===== src/hw/hc_pkg.sv =====
// ~~~~~~~~~~~~~~~~~~~~~~~~~~~~~~~~~~~~~~~~~~~~~~~~~~~~~~~~~~~~
// Shared definitions of the host-copy function
// Register word indices, transform opcodes, requestor states,
// control and status bit positions and the completion valid bit
// ~~~~~~~~~~~~~~~~~~~~~~~~~~~~~~~~~~~~~~~~~~~~~~~~~~~~~~~~~~~~
`default_nettype none

package hc_pkg;

  // Word index on the configuration bus
  typedef enum logic [2:0] {
    REG_CONTROL  = 3'd0,
    REG_STATUS   = 3'd1,
    REG_SRC_BASE = 3'd2,
    REG_DST_BASE = 3'd3,
    REG_LENGTH   = 3'd4,
    REG_DSM_BASE = 3'd5
  } t_hc_reg;

  // Transform applied to each word, carried in control bits 3:2
  typedef enum logic [1:0] {
    OP_COPY      = 2'd0,
    OP_INVERT    = 2'd1,
    OP_BYTE_SWAP = 2'd2,
    OP_ADD_ONE   = 2'd3
  } t_hc_op;

  // Job phases of the memory requestor
  typedef enum logic [1:0] {
    ST_IDLE  = 2'd0,
    ST_READ  = 2'd1,
    ST_WRITE = 2'd2,
    ST_DSM   = 2'd3
  } t_req_state;

  // Control register bits, both act as one-shot commands
  localparam int CTRL_START      = 0;
  localparam int CTRL_CLEAR_DONE = 1;

  // Status register bits
  localparam int STAT_BUSY = 0;
  localparam int STAT_DONE = 1;

  // The completion record is marked valid by its top bit
  function automatic int dsm_valid_bit(input int data_w);
    return data_w - 1;
  endfunction

endpackage : hc_pkg

`default_nettype wire

===== src/hw/hc_afu.sv =====
// ~~~~~~~~~~~~~~~~~~~~~~~~~~~~~~~~~~~~~~~~~~~~~~~~~~~~~~~~~~~~
// Top level of the host-copy function
// Configuration block, memory requestor and loopback core
// ~~~~~~~~~~~~~~~~~~~~~~~~~~~~~~~~~~~~~~~~~~~~~~~~~~~~~~~~~~~~
`timescale 1ns/10ps
`default_nettype none

module hc_afu #(
  parameter int ADDR_W     = 16,
  parameter int DATA_W     = 32,
  parameter int FIFO_DEPTH = 8
) (
  input  logic              clk,
  input  logic              reset,
  // Configuration port, Wishbone classic slave
  input  logic              cfg_cyc,
  input  logic              cfg_stb,
  input  logic              cfg_we,
  input  logic [2:0]        cfg_adr,
  input  logic [DATA_W-1:0] cfg_dat_w,
  output logic [DATA_W-1:0] cfg_dat_r,
  output logic              cfg_ack,
  // Host memory port, Wishbone classic master
  output logic              mem_cyc,
  output logic              mem_stb,
  output logic              mem_we,
  output logic [ADDR_W-1:0] mem_adr,
  output logic [DATA_W-1:0] mem_dat_w,
  input  logic [DATA_W-1:0] mem_dat_r,
  input  logic              mem_ack,
  output logic              done
);

  import hc_pkg::*;

  logic              start;
  logic              finish;
  logic              busy;
  logic [ADDR_W-1:0] src_base;
  logic [ADDR_W-1:0] dst_base;
  logic [ADDR_W-1:0] dsm_base;
  logic [ADDR_W-1:0] length;
  t_hc_op            op;
  logic              push;
  logic              pop;
  logic              full;
  logic              empty;
  logic [DATA_W-1:0] push_data;
  logic [DATA_W-1:0] pop_data;

  hc_csr #(
    .ADDR_W (ADDR_W),
    .DATA_W (DATA_W)
  ) uu_hc_csr (
    .clk       (clk),
    .reset     (reset),
    .cfg_cyc   (cfg_cyc),
    .cfg_stb   (cfg_stb),
    .cfg_we    (cfg_we),
    .cfg_adr   (cfg_adr),
    .cfg_dat_w (cfg_dat_w),
    .cfg_dat_r (cfg_dat_r),
    .cfg_ack   (cfg_ack),
    .busy      (busy),
    .finish    (finish),
    .start     (start),
    .src_base  (src_base),
    .dst_base  (dst_base),
    .dsm_base  (dsm_base),
    .length    (length),
    .op        (op),
    .done      (done)
  );

  hc_requestor #(
    .ADDR_W (ADDR_W),
    .DATA_W (DATA_W)
  ) uu_hc_requestor (
    .clk       (clk),
    .reset     (reset),
    .start     (start),
    .src_base  (src_base),
    .dst_base  (dst_base),
    .dsm_base  (dsm_base),
    .length    (length),
    .busy      (busy),
    .finish    (finish),
    .mem_cyc   (mem_cyc),
    .mem_stb   (mem_stb),
    .mem_we    (mem_we),
    .mem_adr   (mem_adr),
    .mem_dat_w (mem_dat_w),
    .mem_dat_r (mem_dat_r),
    .mem_ack   (mem_ack),
    .push      (push),
    .push_data (push_data),
    .full      (full),
    .pop       (pop),
    .pop_data  (pop_data),
    .empty     (empty)
  );

  // Words in flight sit here between the read and write phases
  hc_loopback #(
    .DATA_W     (DATA_W),
    .FIFO_DEPTH (FIFO_DEPTH)
  ) uu_hc_loopback (
    .clk       (clk),
    .reset     (reset),
    .push      (push),
    .push_data (push_data),
    .pop       (pop),
    .op        (op),
    .pop_data  (pop_data),
    .full      (full),
    .empty     (empty)
  );

endmodule : hc_afu

`default_nettype wire


===== src/hw/hc_loopback.sv =====
// ~~~~~~~~~~~~~~~~~~~~~~~~~~~~~~~~~~~~~~~~~~~~~~~~~~~~~~~~~~~~
// Loopback core holding the words of a job in flight
// Circular word FIFO with the job transform on its head
// ~~~~~~~~~~~~~~~~~~~~~~~~~~~~~~~~~~~~~~~~~~~~~~~~~~~~~~~~~~~~
`timescale 1ns/10ps
`default_nettype none

module hc_loopback #(
  parameter int DATA_W     = 32,
  parameter int FIFO_DEPTH = 8
) (
  input  logic              clk,
  input  logic              reset,
  input  logic              push,
  input  logic [DATA_W-1:0] push_data,
  input  logic              pop,
  input  hc_pkg::t_hc_op    op,
  output logic [DATA_W-1:0] pop_data,
  output logic              full,
  output logic              empty
);

  import hc_pkg::*;

  localparam int PTR_W = $clog2(FIFO_DEPTH);
  localparam logic [PTR_W:0] FULL_COUNT = (PTR_W + 1)'(FIFO_DEPTH);

  logic [DATA_W-1:0] mem [FIFO_DEPTH];
  logic [PTR_W-1:0]  wr_ptr;
  logic [PTR_W-1:0]  rd_ptr;
  logic [PTR_W:0]    count;
  logic [DATA_W-1:0] head;
  logic [DATA_W-1:0] swapped;
  logic              do_push;
  logic              do_pop;

  assign full    = (count == FULL_COUNT);
  assign empty   = (count == '0);
  assign do_push = push && !full;
  assign do_pop  = pop && !empty;
  assign head    = mem[rd_ptr];

  // Storage itself has no reset, only the pointers do
  always_ff @(posedge clk) begin
    if (do_push) begin
      mem[wr_ptr] <= push_data;
    end
  end

  always_ff @(posedge clk) begin
    if (reset) begin
      wr_ptr <= '0;
      rd_ptr <= '0;
      count  <= '0;
    end else begin
      // Pointers wrap on their own since the depth is a power of two
      if (do_push) wr_ptr <= wr_ptr + 1'b1;
      if (do_pop)  rd_ptr <= rd_ptr + 1'b1;
      case ({do_push, do_pop})
        2'b10:   count <= count + 1'b1;
        2'b01:   count <= count - 1'b1;
        default: count <= count;
      endcase
    end
  end

  // Byte 0 swaps with the top byte and so on inward
  always_comb begin
    for (int i = 0; i < DATA_W / 8; i++) begin
      swapped[8*i +: 8] = head[DATA_W-8-8*i +: 8];
    end
  end

  always_comb begin
    case (op)
      OP_COPY:      pop_data = head;
      OP_INVERT:    pop_data = ~head;
      OP_BYTE_SWAP: pop_data = swapped;
      OP_ADD_ONE:   pop_data = head + 1'b1;
      default:      pop_data = head;
    endcase
  end

endmodule : hc_loopback

`default_nettype wire


===== src/hw/hc_requestor.sv =====
// ~~~~~~~~~~~~~~~~~~~~~~~~~~~~~~~~~~~~~~~~~~~~~~~~~~~~~~~~~~~~
// Memory requestor on a Wishbone classic master
// Alternates read and write phases through the loopback FIFO
// and ends each job with a completion record write
// ~~~~~~~~~~~~~~~~~~~~~~~~~~~~~~~~~~~~~~~~~~~~~~~~~~~~~~~~~~~~
`timescale 1ns/10ps
`default_nettype none

module hc_requestor #(
  parameter int ADDR_W = 16,
  parameter int DATA_W = 32
) (
  input  logic              clk,
  input  logic              reset,
  input  logic              start,
  input  logic [ADDR_W-1:0] src_base,
  input  logic [ADDR_W-1:0] dst_base,
  input  logic [ADDR_W-1:0] dsm_base,
  input  logic [ADDR_W-1:0] length,
  output logic              busy,
  output logic              finish,
  output logic              mem_cyc,
  output logic              mem_stb,
  output logic              mem_we,
  output logic [ADDR_W-1:0] mem_adr,
  output logic [DATA_W-1:0] mem_dat_w,
  input  logic [DATA_W-1:0] mem_dat_r,
  input  logic              mem_ack,
  output logic              push,
  output logic [DATA_W-1:0] push_data,
  input  logic              full,
  output logic              pop,
  input  logic [DATA_W-1:0] pop_data,
  input  logic              empty
);

  import hc_pkg::*;

  localparam int VALID_BIT = dsm_valid_bit(DATA_W);

  t_req_state        state;
  logic [ADDR_W-1:0] src_q;
  logic [ADDR_W-1:0] dst_q;
  logic [ADDR_W-1:0] dsm_q;
  logic [ADDR_W-1:0] len_q;
  logic [ADDR_W-1:0] rd_cnt;
  logic [ADDR_W-1:0] wr_cnt;
  logic [DATA_W-1:0] dsm_word;
  logic              acked;

  assign busy  = (state != ST_IDLE);
  assign acked = mem_cyc && mem_ack;

  // Read data enters the FIFO on the read ack
  assign push      = (state == ST_READ) && acked;
  assign push_data = mem_dat_r;

  // The FIFO head leaves only once its write is acknowledged
  assign pop = (state == ST_WRITE) && acked;

  // Completion record is the job length with the valid bit on top
  always_comb begin
    dsm_word              = '0;
    dsm_word[ADDR_W-1:0]  = len_q;
    dsm_word[VALID_BIT]   = 1'b1;
  end

  always_ff @(posedge clk) begin
    if (reset) begin
      state     <= ST_IDLE;
      src_q     <= '0;
      dst_q     <= '0;
      dsm_q     <= '0;
      len_q     <= '0;
      rd_cnt    <= '0;
      wr_cnt    <= '0;
      finish    <= 1'b0;
      mem_cyc   <= 1'b0;
      mem_stb   <= 1'b0;
      mem_we    <= 1'b0;
      mem_adr   <= '0;
      mem_dat_w <= '0;
    end else begin
      finish <= 1'b0;
      // Every request drops in the cycle after its ack
      if (acked) begin
        mem_cyc <= 1'b0;
        mem_stb <= 1'b0;
      end
      case (state)
        ST_IDLE: begin
          // Job registers are captured so later writes cannot disturb the job
          if (start) begin
            src_q  <= src_base;
            dst_q  <= dst_base;
            dsm_q  <= dsm_base;
            len_q  <= length;
            rd_cnt <= '0;
            wr_cnt <= '0;
            state  <= ST_READ;
          end
        end
        ST_READ: begin
          if (acked) begin
            rd_cnt <= rd_cnt + 1'b1;
          end else if (!mem_cyc) begin
            // Fill the FIFO until it is full or the source is exhausted
            if (rd_cnt != len_q && !full) begin
              mem_cyc <= 1'b1;
              mem_stb <= 1'b1;
              mem_we  <= 1'b0;
              mem_adr <= src_q + rd_cnt;
            end else begin
              state <= ST_WRITE;
            end
          end
        end
        ST_WRITE: begin
          if (acked) begin
            wr_cnt <= wr_cnt + 1'b1;
          end else if (!mem_cyc) begin
            if (!empty) begin
              mem_cyc   <= 1'b1;
              mem_stb   <= 1'b1;
              mem_we    <= 1'b1;
              mem_adr   <= dst_q + wr_cnt;
              mem_dat_w <= pop_data;
            end else if (wr_cnt == len_q) begin
              state <= ST_DSM;
            end else begin
              // Drained but words remain, so refill
              state <= ST_READ;
            end
          end
        end
        ST_DSM: begin
          if (acked) begin
            finish <= 1'b1;
            state  <= ST_IDLE;
          end else if (!mem_cyc) begin
            mem_cyc   <= 1'b1;
            mem_stb   <= 1'b1;
            mem_we    <= 1'b1;
            mem_adr   <= dsm_q;
            mem_dat_w <= dsm_word;
          end
        end
        default: state <= ST_IDLE;
      endcase
    end
  end

endmodule : hc_requestor

`default_nettype wire


===== src/hw/hc_csr.sv =====
// ~~~~~~~~~~~~~~~~~~~~~~~~~~~~~~~~~~~~~~~~~~~~~~~~~~~~~~~~~~~~
// Configuration register block on a Wishbone classic slave
// Holds the job registers, issues the start pulse and keeps done
// ~~~~~~~~~~~~~~~~~~~~~~~~~~~~~~~~~~~~~~~~~~~~~~~~~~~~~~~~~~~~
`timescale 1ns/10ps
`default_nettype none

module hc_csr #(
  parameter int ADDR_W = 16,
  parameter int DATA_W = 32
) (
  input  logic              clk,
  input  logic              reset,
  input  logic              cfg_cyc,
  input  logic              cfg_stb,
  input  logic              cfg_we,
  input  logic [2:0]        cfg_adr,
  input  logic [DATA_W-1:0] cfg_dat_w,
  output logic [DATA_W-1:0] cfg_dat_r,
  output logic              cfg_ack,
  input  logic              busy,
  input  logic              finish,
  output logic              start,
  output logic [ADDR_W-1:0] src_base,
  output logic [ADDR_W-1:0] dst_base,
  output logic [ADDR_W-1:0] dsm_base,
  output logic [ADDR_W-1:0] length,
  output hc_pkg::t_hc_op    op,
  output logic              done
);

  import hc_pkg::*;

  t_hc_reg           reg_idx;
  logic              req;
  logic [DATA_W-1:0] rd_data;

  // The bus index maps straight onto the register enum
  assign reg_idx = t_hc_reg'(cfg_adr);

  // A new request is one that has not been acknowledged yet
  assign req = cfg_cyc && cfg_stb && !cfg_ack;

  // Read mux that is sampled into cfg_dat_r together with the ack
  always_comb begin
    rd_data = '0;
    case (reg_idx)
      REG_CONTROL:  rd_data[3:2] = op;
      REG_STATUS: begin
        rd_data[STAT_BUSY] = busy;
        rd_data[STAT_DONE] = done;
      end
      REG_SRC_BASE: rd_data[ADDR_W-1:0] = src_base;
      REG_DST_BASE: rd_data[ADDR_W-1:0] = dst_base;
      REG_LENGTH:   rd_data[ADDR_W-1:0] = length;
      REG_DSM_BASE: rd_data[ADDR_W-1:0] = dsm_base;
      default:      rd_data = '0;
    endcase
  end

  always_ff @(posedge clk) begin
    if (reset) begin
      cfg_ack   <= 1'b0;
      cfg_dat_r <= '0;
      start     <= 1'b0;
      src_base  <= '0;
      dst_base  <= '0;
      dsm_base  <= '0;
      length    <= '0;
      op        <= OP_COPY;
      done      <= 1'b0;
    end else begin
      // Ack follows the request by one cycle and lasts one cycle
      cfg_ack <= req;
      start   <= 1'b0;
      if (req) begin
        cfg_dat_r <= rd_data;
      end
      if (req && cfg_we) begin
        case (reg_idx)
          REG_CONTROL: begin
            // A running job keeps its transform and never sees a second start
            if (!busy) begin
              op    <= t_hc_op'(cfg_dat_w[3:2]);
              // Start leaves together with the ack
              start <= cfg_dat_w[CTRL_START];
            end
            if (cfg_dat_w[CTRL_CLEAR_DONE] || (cfg_dat_w[CTRL_START] && !busy)) begin
              done <= 1'b0;
            end
          end
          REG_SRC_BASE: src_base <= cfg_dat_w[ADDR_W-1:0];
          REG_DST_BASE: dst_base <= cfg_dat_w[ADDR_W-1:0];
          REG_LENGTH:   length   <= cfg_dat_w[ADDR_W-1:0];
          REG_DSM_BASE: dsm_base <= cfg_dat_w[ADDR_W-1:0];
          // Status is read only
          default: ;
        endcase
      end
      // Job completion wins over a clear in the same cycle
      if (finish) begin
        done <= 1'b1;
      end
    end
  end

endmodule : hc_csr

`default_nettype wire


===== config.mk =====
export PLATFORM = sky130hd
export DESIGN_NAME = hc_afu
export DESIGN_NICKNAME = d
export VERILOG_FILES = /design/src/hw/hc_pkg.sv /design/src/hw/hc_afu.sv /design/src/hw/hc_loopback.sv /design/src/hw/hc_requestor.sv /design/src/hw/hc_csr.sv
export SDC_FILE = /design/constraint.sdc
export NUM_CORES = 1
export LEC_CHECK = 0
export ABC_AREA = 1
export BUFFER_PORTS_ARGS = -buffer_cell sky130_fd_sc_hd__buf_2
export CELL_PAD_IN_SITES_DETAIL_PLACEMENT = 0
export CELL_PAD_IN_SITES_GLOBAL_PLACEMENT = 2
export CORE_MARGIN = 2
export CORE_UTILIZATION = 41
export CTS_BUF_LIST = sky130_fd_sc_hd__clkbuf_2 sky130_fd_sc_hd__clkbuf_4 sky130_fd_sc_hd__clkbuf_8
export CTS_CLUSTER_SIZE = 25
export DETAILED_ROUTE_END_ITERATION = 10
export GPL_TIMING_DRIVEN = 0
export PLACE_DENSITY = 0.95
export SETUP_SLACK_MARGIN = 0.05
export SLEW_MARGIN = 40
export SYNTH_ARGS = -nofsm -noshare
export SYNTH_HDL_FRONTEND = slang
export SYNTH_HIERARCHICAL = 1
export SYNTH_SLANG_ARGS = --single-unit

===== constraint.sdc =====
create_clock -name clk -period 8.3 [get_ports clk]
set_clock_uncertainty 0.2 [all_clocks]
set_input_delay 0.83 -clock clk [delete_from_list [all_inputs] [get_ports clk]]
set_output_delay 0.83 -clock clk [all_outputs]
set_load 0.01 [all_outputs]

==> metrics.cfg <==
[power]
power_frac_seq_pct=47.2
p_switching_mw=1.657
ir_drop_v=0.0001245
p_clk_share_pct=40.2
p_comb_share_pct=12.6
swShare_pct=27.99
p_per_area_nw_per_um2=198.1
p_leak_nw=13.03
p_int_mw=4.263

[global_routing]
grt_usage_pct=25.65
grt_pass1_wl_um=128900
overflow=0
grt_antenna_before_repair=2
first_global_vias=21240
grt_start_max_net_pins=15

[yosys]
postSynthCellCount=3363
synth_top_area_cell=edfxtp_1
synth_warnings=6
synthTopCellsByArea=edfxtp_1 30%, dfxtp_1 19%, nand2_1 14%
ys_seq_area_share_pct=48.59
syn_area_per_cell_um2=7.743
synth_cell_type_count=51
synth_seq_cells=504
netlist_area_um2=26040
synth_top_area_share_pct=29.52

[run]
drv_cap=0

[clock_tree]
cts_setup_buffers=0
clock_sinks=504
cts_resized=0
clk_pin_slew_worst_paths_ns=0.06
cts.path.max_buffers=3
cts_hold_buf=0
cts_buffers=88
htreeDepth=3
tritoncts=built
clk_latency_ns=0.69
cts_root_buf=clkbuf_8

[layout]
final_cells=4490
drive_above_1_share_pct=13.37
final_common_cell=nand2_1
largest-register=uu_hc_loopback/mem
reg_top3=uu_hc_loopback/mem: 256 flops, uu_hc_requestor/mem_dat_w: 32 flops
area_growth_pct=14.78
final_cell_mix=967 x nand2_1, 394 x inv_1, 298 x nor2_1
nets=3692
num-fill-cells=6337
stdcell_area_um2=29890
largest_register_ffs=256

[worst_setup_path]
cp_max_fo=9
cp-startpoint=uu_hc_requestor/state[1]$_SDFFE_PP0P_
endpoint=uu_hc_loopback/count[3]$_SDFFE_PP0P_
rr_startpoint=uu_hc_requestor/state[1]$_SDFFE_PP0P_
r2r_setup_slack_ns=4.67
endpoint_kind=register
rr_endpoint=uu_hc_loopback/count[3]$_SDFFE_PP0P_
reg2reg_depth=16
worst-setup-path-type=reg -> reg
arrival_ns=4.08
required_ns=8.74
startpoint_type=register

[sta]
setup_viol_count_final=0
max_clock_freq_mhz=275.1
finalCritPeriodShare_pct=43.79
layout_min_cycle_time_ns=3.635
worstMarginPinSlew_ns=0.8062
slew_headroom_pct=46.26
worst_slack_ns=4.665
hold_viol=0
rsz0062_at_grt=no
finalSetupTns_ns=0
drv_slew=0

[die]
die_h_um=256.0
die_w_um=256.0
start_util_pct=41.35
num_io_pins=158
dieArea_um2=65540
core_um2=62970
num_rows=92

[placed_design]
dp.cells=4333
routabilityCongestion=0.9342
io_buffers=92
dp_hpwl_um=63730
dpl_cell_area_um2=28050
dp_slack_ns=4.554

[hold_path]
hold_path_class=in -> reg

[route]
drc=0
vias=22840
drtPass1Iterations=5
wl_per_cell_um=18.98
vias_per_cell=5.088
drt-total-wl_um=85240
postRouteAntennaNets=0
drt_iter0_drc=2055

[status]
status=finished, final reports clean

==> kinds of logic (layout without fill, tap and decap cells) <==
kind of cell,Yosys count,count (layout),synth area share [%]
buffers and inverters,606,870,10.68
other,1,18,0.01440
flip-flops,504,504,48.59
adder cells (fa/ha/maj),42,42,2.105
XOR/XNOR,20,20,0.6727
AO/OA/AOI/OAI,437,437,8.990
AND/OR/NAND/NOR,1753,1753,28.95
==> critical path: stages (launching register included) <==
cell and delay, ns:
dfxtp_1 0.30, buf_4 0.21, inv_2 0.17, nor2_2 0.38, nand2_1 0.18, inv_1 0.29
inv_1 0.07, nor2_1 0.34, ha_1 0.28, ha_1 0.28, nand2_1 0.08, nor2_1 0.04
a211oi_1 0.22, o21ai_0 0.11, a21o_1 0.17, a21oi_1 0.12, o21a_1 0.12
==> per-layer routing <==
layer  part of all wire [%]  wire [µm]  global-route usage (%)
met1                     49      41680                   39.37
met2                     42      35800                   37.66
met3                    7.1       6020                   3.238
met4                    2.0       1736                   7.115
met5                 0.0094          8                       0
==> layout make-up <==
class | instances | area (µm²) | share of cell area, %
Clock buffer | 128 | 1618 | 5.413
Tap cell | 846 | 1059 | 3.542
Multi-Input combinational cell | 2268 | 10720 | 35.88
Antenna cell | 2 | 5.005 | 0.01675
Timing Repair Buffer | 109 | 840.8 | 2.813
Inverter | 412 | 1551 | 5.191
Clock inverter | 27 | 209.0 | 0.6992
Sequential cell | 504 | 12650 | 42.33
Buffer | 194 | 1229 | 4.111
==> worst min-delay path by stage <==
stage	from	end	slack [ns]	depth (start not counted)
after floorplan	uu_hc_requestor/finish$_SDFF_PP0_	uu_hc_csr/done$_SDFFE_PP0P_	0.22	2
after global placement	uu_hc_requestor/mem_we$_SDFFE_PP0P_	uu_hc_requestor/mem_we$_SDFFE_PP0P_	0.25	2
after detailed placement	uu_hc_requestor/mem_dat_w[24]$_SDFFE_PP0P_	uu_hc_requestor/mem_dat_w[24]$_SDFFE_PP0P_	0.26	2
after CTS	mem_dat_r[31]	uu_hc_loopback/mem[7][31]$_DFFE_PP_	0.11	1
after global routing	mem_dat_r[31]	uu_hc_loopback/mem[7][31]$_DFFE_PP_	0.13	1
final	mem_dat_r[23]	uu_hc_loopback/mem[7][23]$_DFFE_PP_	0.16	1
==> cells in the mapped netlist, drive strengths merged <==
library cell / instances
o221ai: 4
o31ai: 1
o211ai: 5
and3: 1
xor2: 12
a31oi: 17
fa: 3
or2: 4
dfxtp: 248
clkinv: 3
o2111ai: 5
nor4: 2
ha: 39
nand2: 1008
nor3b: 5
a21o: 2
a21oi: 194
nor2: 337
xnor2: 8
o21a: 2
nor3: 25
clkbuf: 57
o22ai: 11
conb: 1
buf: 137
a221oi: 6
inv: 409
nand3b: 9
edfxtp: 256
nand3: 292
o21ai: 176
o21bai: 5
a22o: 2
and2: 3
a211oi: 7
nand4: 67
==> metrics by stage <==
step	hold slack, ns	utilization [%]	total power [mW]
floorplan	0.2153	-	3.273
global placement	0.2495	43.86	3.577
detailed placement	0.2555	44.56	3.584
CTS	0.1097	47.46	5.965
global route	0.1310	47.46	6.173
finish	0.1619	47.46	5.919
==> power groups by stage <==
stage	clock network, mW	logic (mW)	registers (mW)
after floorplan	0	0.417	2.86
after global placement	0	0.730	2.85
after detailed placement	0	0.738	2.85
after CTS	2.43	0.741	2.79
after global routing	2.55	0.821	2.80
final	2.38	0.745	2.80
Power figures use the tool's default switching activity.
